`src/mio_geom_pkg.sv`:
```
package mio_geom_pkg;

  // ############################
  // default FIFO geometry
  // ############################

  // the top level passes its own values down, these are only the defaults
  parameter int unsigned DEF_ADDR_W   = 7;   // 128 entries
  parameter int unsigned DEF_WR_LANES = 25;  // widest write burst in bytes
  parameter int unsigned DEF_RD_LANES = 4;   // bytes popped per read beat

  // ############################
  // width helpers
  // ############################

  // number of entries addressed by an addr_w bit pointer
  function automatic int unsigned depth_of(int unsigned addr_w);
    return 32'd1 << addr_w;
  endfunction

  // the occupancy count must also hold the full value, so one extra bit
  function automatic int unsigned cnt_w_of(int unsigned addr_w);
    return addr_w + 1;
  endfunction

endpackage

```
`src/mio_types_pkg.sv`:
```
package mio_types_pkg;

  // ############################
  // payload
  // ############################

  parameter int unsigned DATA_W = 8;  // width of one byte lane

  // one byte lane of the write or read port
  typedef logic [DATA_W-1:0] lane_t;

  // ############################
  // write lane count
  // ############################

  // holds 0 to 25, so it covers the default number of write lanes
  parameter int unsigned WR_COUNT_W = 5;

  // number of valid lanes on a write beat, packed from lane 0 upwards
  typedef logic [WR_COUNT_W-1:0] wr_count_t;

endpackage

```
`src/mio_occupancy.sv`:
```
`timescale 1ns/1ps

module mio_occupancy #(
  parameter int unsigned ADDR_W   = mio_geom_pkg::DEF_ADDR_W,
  parameter int unsigned WR_LANES = mio_geom_pkg::DEF_WR_LANES,
  parameter int unsigned RD_LANES = mio_geom_pkg::DEF_RD_LANES
) (
  input  logic                     clk_i,
  input  logic                     rst_ni,
  input  logic                     wr_valid,
  input  mio_types_pkg::wr_count_t wr_count,
  output logic                     wr_ready,
  input  logic                     rd_ready,
  output logic                     rd_valid,
  output logic [ADDR_W-1:0]        wr_ptr,
  output logic [ADDR_W-1:0]        rd_ptr
);

  import mio_geom_pkg::*;

  localparam int unsigned DEPTH = depth_of(ADDR_W);
  localparam int unsigned CNT_W = cnt_w_of(ADDR_W);

  logic             wr_en;     // accepted write beat
  logic             rd_en;     // accepted pop
  logic [CNT_W-1:0] occ_q;     // bytes currently stored
  logic [CNT_W-1:0] wr_step;   // bytes added this cycle
  logic [CNT_W-1:0] rd_step;   // bytes removed this cycle

  // ############################
  // handshakes
  // ############################

  assign wr_en = wr_valid & wr_ready;
  assign rd_en = rd_valid & rd_ready;

  assign wr_step = wr_en ? CNT_W'(wr_count) : '0;
  assign rd_step = rd_en ? CNT_W'(RD_LANES) : '0;

  // ############################
  // pointers
  // ############################

  // the pointers wrap by simply overflowing the address width
  always_ff @(posedge clk_i or negedge rst_ni)
  begin
    if (!rst_ni)
    begin
      wr_ptr <= '0;
    end
    else if (wr_en)
    begin
      wr_ptr <= wr_ptr + ADDR_W'(wr_count);  // only the stored lanes move it
    end
  end

  always_ff @(posedge clk_i or negedge rst_ni)
  begin
    if (!rst_ni)
    begin
      rd_ptr <= '0;
    end
    else if (rd_en)
    begin
      rd_ptr <= rd_ptr + ADDR_W'(RD_LANES);  // a pop always takes the full group
    end
  end

  // ############################
  // occupancy
  // ############################

  // a write and a pop in the same cycle both take effect
  always_ff @(posedge clk_i or negedge rst_ni)
  begin
    if (!rst_ni)
    begin
      occ_q <= '0;
    end
    else
    begin
      occ_q <= occ_q + wr_step - rd_step;
    end
  end

  // ready only while a full-width burst still fits, whatever wr_count is
  assign wr_ready = (int'(occ_q) + int'(WR_LANES)) <= int'(DEPTH);

  // valid only once a whole read group is stored
  assign rd_valid = int'(occ_q) >= int'(RD_LANES);

endmodule

```
`config.mk`:
```
export PLATFORM = sky130hd
export DESIGN_NAME = mio_occupancy
export DESIGN_NICKNAME = d
export VERILOG_FILES = /design/src/mio_geom_pkg.sv /design/src/mio_types_pkg.sv /design/src/mio_occupancy.sv
export SDC_FILE = /design/constraint.sdc
export NUM_CORES = 1
export LEC_CHECK = 0
export BUFFER_PORTS_ARGS = -buffer_cell sky130_fd_sc_hd__clkbuf_2
export CAP_MARGIN = 20
export CORE_ASPECT_RATIO = 2
export CORE_MARGIN = 2
export CORE_UTILIZATION = 50
export DETAILED_ROUTE_END_ITERATION = 7
export PLACE_DENSITY = 0.71
export SKIP_CTS_REPAIR_TIMING = 1
export SYNTH_ARGS = -nofsm -noshare
export SYNTH_HDL_FRONTEND = slang
export SYNTH_SLANG_ARGS = --single-unit
export TNS_END_PERCENT = 10
```
`constraint.sdc`:
```
create_clock -name clk_i -period 4.72 [get_ports clk_i]
set_input_delay 0.236 -clock clk_i [delete_from_list [all_inputs] [get_ports clk_i]]
set_output_delay 0.236 -clock clk_i [all_outputs]
set_load 0.01 [all_outputs]
```
Yosys cells after proc, flatten, opt, wreduce, memory -nomap -nowiden
Cells that the tools add are included.
Widths: inputs -> output; s select.
Storage, ports and cells
  register bits after elaboration: 22
  word-level logic and storage cells: 14
  input bits: 9
Operators by class
  mux-type cells: 2
  $lt $le $gt $ge: 2
  bitwise logic cells: 2
  add/subtract/negate cells: 5
Operators with widths (number)
  $add 8x5->9 const B: 1
  $le 9x8->1 const B: 1
  $add 8x5->8: 1
  $ge 8x3->1 const B: 1
  $sub 8x3->8: 1
  $add 7x3->7 const B: 1
  $add 7x5->7: 1
  $mux 5: 1
  $mux 3: 1
  $and 1x1->1: 2

Longest topological paths before layout
  depth after elaboration: 6
  gate-level depth with buffers: 14
  mapped depth without buffers: 13

Worst setup path after synthesis
OpenSTA, ideal clock, no wires.
  kind: register to register
  start: reg occ_q[7]
  end: reg occ_q[6]
  slack: 1481 ps
  arrival time: 3170 ps
  stages on the path, launching flop included: 15
  data required time: 4651 ps
  setup time: 69 ps
  cells stage by stage: dfrtp_1 ha_1 a21boi_0 and4_4 a211o_4 buf_6 nand2_1 fa_1 inv_1 ha_1 nor2b_1 o21ai_0 a21boi_0 or4_1 nand3_1
Between the ends
  longest elaborated chain between the ends: 6
  elaborated cells between the ends (all ways): 9
  classes of those cells: 3 x add/sub; 2 x order compare; 2 x mux; 2 x bitwise
Ends and longest elaborated chain
  start, declared: line mio_occupancy.sv:26  | logic [CNT_W-1:0] occ_q;
  start signal, assigned: line mio_occupancy.sv:82  | occ_q <= occ_q + wr_step - rd_step;
  $add 8x5->9: line mio_occupancy.sv:87  | assign wr_ready = (int'(occ_q) + int'(WR_LANES)) <= int'(DEPTH);
  $le 9x8->1: line mio_occupancy.sv:87
  $and 1x1->1: line mio_occupancy.sv:34  | assign wr_en = wr_valid & wr_ready;
  $mux 5: line mio_occupancy.sv:37  | assign wr_step = wr_en ? CNT_W'(wr_count) : '0;
  $add 8x5->8: line mio_occupancy.sv:82
  $sub 8x3->8 (*): line mio_occupancy.sv:82
Every way passes the cells marked *; elsewhere a longest branch is shown, timed or not.
A chain may end at the register's enable or synchronous reset.

Worst setup path after layout
Ends and elaborated chain as after synthesis.

==> results.md <==
* Rows at 27
* Mapped Area at around 0.0014 mm²
* Drt pass-1 iters at 4
* Max_cap viols at 0
* Hold crit path type: primary input to flip-flop
* Vias in the first global route at ~1,200
* Main area contributors after synthesis: dfrtp_1, ha_1, inv_1
* Post-DR vias/cell at approximately 5.5
* Mapped Cells at about 150
* CTS Buf Count at 3
* Port Buffers at 22
* Worst path buffer plus inverter count at 1
* Nets at around 210
* Synth cell types at 39
* Slew margin rel. at 0.665
* WP data required at ~4900 ps
* Clk sink count at 20
* Area of the multi-input gates at ~800 µm²
* Final slew viol count at 0
* CP top delay family: simple AND/OR/NAND/NOR gates
* Htree depth at 1
* #FFs+latches synth at 20
* Grt ovf at 0
* Initial antenna violation count at 0
* CTS root buf: clkbuf_8
* Ys Warns at 0
* Largest net degree at the start of global routing at 21
* Setup-failing EPs final at 0
* Area taken by flip-flops and latches at about 500 µm²
* Worst-path clk slew at 80 ps
* Core box area at approximately 0.0027 mm²
* CP Capture Type: flip-flop
* Syn Area/Cell at just under 10 µm²
* Diode count at 0
* Initial Util at 0.524
* Leading area contributor after synthesis: dfrtp_1
* Area Growth Syn to Fin at 14.0%
* Register area share after synthesis at 0.349
* Global-route wire length before repair at roughly 5100 µm
* Worst Path Arrival at 3740 ps
* Max Clk Rate at 282 MHz
* Number of synthesized flops with an enable pin at 0
* Slew @ Worst Pin at 502 ps
* WL/cell at about 14 µm
* Setup TNS at 0 ps
* Drt total wl at roughly 2800 µm
* IO Pins at 25
* Via count at approximately 1,100
* Ys flop type: dfrtp_1
* CP max stage delay at 490 ps
* Chip height at approximately 80 µm
* Crit path max fanout at 15
* Crit Path Category: flip-flop to flip-flop
* Hpwl dp at roughly 2400 µm
* Most frequent cells after synthesis: inv_1, dfrtp_1, ha_1
* RSZ-0062 raised after global routing: false
* Clock Latency Late Sink at 260 ps
* R2R setup slack at 1170 ps
* # fillers at 250
* Routability cong. at between 0.8 and 0.9
* Initial DRC count at 22
* Setup Skew at ~2.4 ps
* Final period util at 0.752
* Antenna viol nets, final at 0
* Worst Setup Start Kind: flip-flop
* Die X at approximately 42 µm
* Synth top area share at 0.349
* Fraction of registers with async set/reset at 1.00
* Remaining DRCs at 0
* Outcome: completed
* Most frequent cell after synthesis: inv_1
* Worst-case clock buffer depth at 2
* Critical-path cell list: ha_1, a21boi_0, and4_4, a211o_4, nand2_1, fa_1, inv_1, ha_1, nor2b_1, o21ai_0, a21boi_0, or4_1, nand3_1
* Total track usage at 0.201
* Die area at 0.00334 mm²
* Post-layout min period at between 3000 and 4000 ps
* Layout cells sized above 1 at 0.185
* TritonCTS clock tree: yes
* Slowest stage cell, crit path: fa_1
* Final Hold Vio Count at 0
worst min-delay path, cell delays in order:
cell      delay [ps]
clkbuf_2          90
and2_2           130
ha_1             110
state kept, by name, summed over array words and instances, names as in the netlist:
| name | count |
|---|---|
| rd_ptr | 5 |
| wr_ptr | 7 |
| occ_q | 8 |
cell usage in the layout (no fill, tap or decap), types with 3 or more instances in the layout:
| cell | count |
|---|---|
| a21boi_0 | 3 |
| o21ai_0 | 7 |
| clkbuf_2 | 22 |
| ha_1 | 20 |
| dfrtp_1 | 20 |
| clkbuf_8 | 3 |
| xor2_1 | 4 |
| nor2_1 | 9 |
| inv_1 | 23 |
| nand2_1 | 10 |
| a21oi_1 | 8 |
| xnor2_1 | 7 |
layout make-up:
class	instances	area share
repair buffers	23	0.0735
inverters	23	0.0528
well taps	29	0.0222
clock inverters	1	0.0184
multi-input cells	103	0.502
clock buffers	3	0.0252
flip-flops and latches	20	0.306
worst paths after layout:
| path | start | to | depth (start not counted) |
|---|---|---|---|
| hold / removal | wr_count[0] | occ_q[0]$_DFF_PN0_ | 3 |
| min in group asynchronous | rst_ni | wr_ptr[0]$_DFFE_PN0N_ | 2 |
| max in group asynchronous | rst_ni | wr_ptr[2]$_DFFE_PN0N_ | 2 |
| hold reg to reg | rd_ptr[6]$_DFFE_PN0P_ | rd_ptr[6]$_DFFE_PN0P_ | 1 |
| setup reg to reg | occ_q[7]$_DFF_PN0_ | occ_q[6]$_DFF_PN0_ | 13 |
| setup / recovery | occ_q[7]$_DFF_PN0_ | occ_q[6]$_DFF_PN0_ | 13 |
metal layers:
metal  global-route usage  share of wire
met1                0.194           0.36
met3               0.0249          0.026
met5                    0              0
met4                0.106          0.036
met2                0.394           0.58
kinds of logic after synthesis:
group	after synthesis	synth area share
XOR/XNOR	11	0.0672
AO/OA/AOI/OAI	31	0.144
AND/OR/NAND/NOR	34	0.125
adder cells (fa/ha/maj)	22	0.202
multiplexers	3	0.0288
buffers and inverters	27	0.0811
other	1	0.00262
flip-flops	20	0.349
metrics by stage:
| stage | utilization | hold WS (ps) | setup slack (ps) | cells | instance area, µm² |
|---|---|---|---|---|---|
| 2_1_floorplan | - | -59.6 | 1480 | 150 | 1440 |
| 3_3_place_gp | 0.568 | 219 | 1350 | 197 | 1550 |
| 3_5_place_dp | 0.568 | 243 | 1210 | 197 | 1550 |
| 4_1_cts | 0.594 | -44.6 | 1180 | 201 | 1630 |
| 5_1_grt | 0.598 | 341 | 917 | 202 | 1640 |
| 6_report | 0.598 | 329 | 1170 | 202 | 1640 |
Power is not shown: default switching activity piles up to over one toggle a cycle in this logic, so the estimate is an artifact.
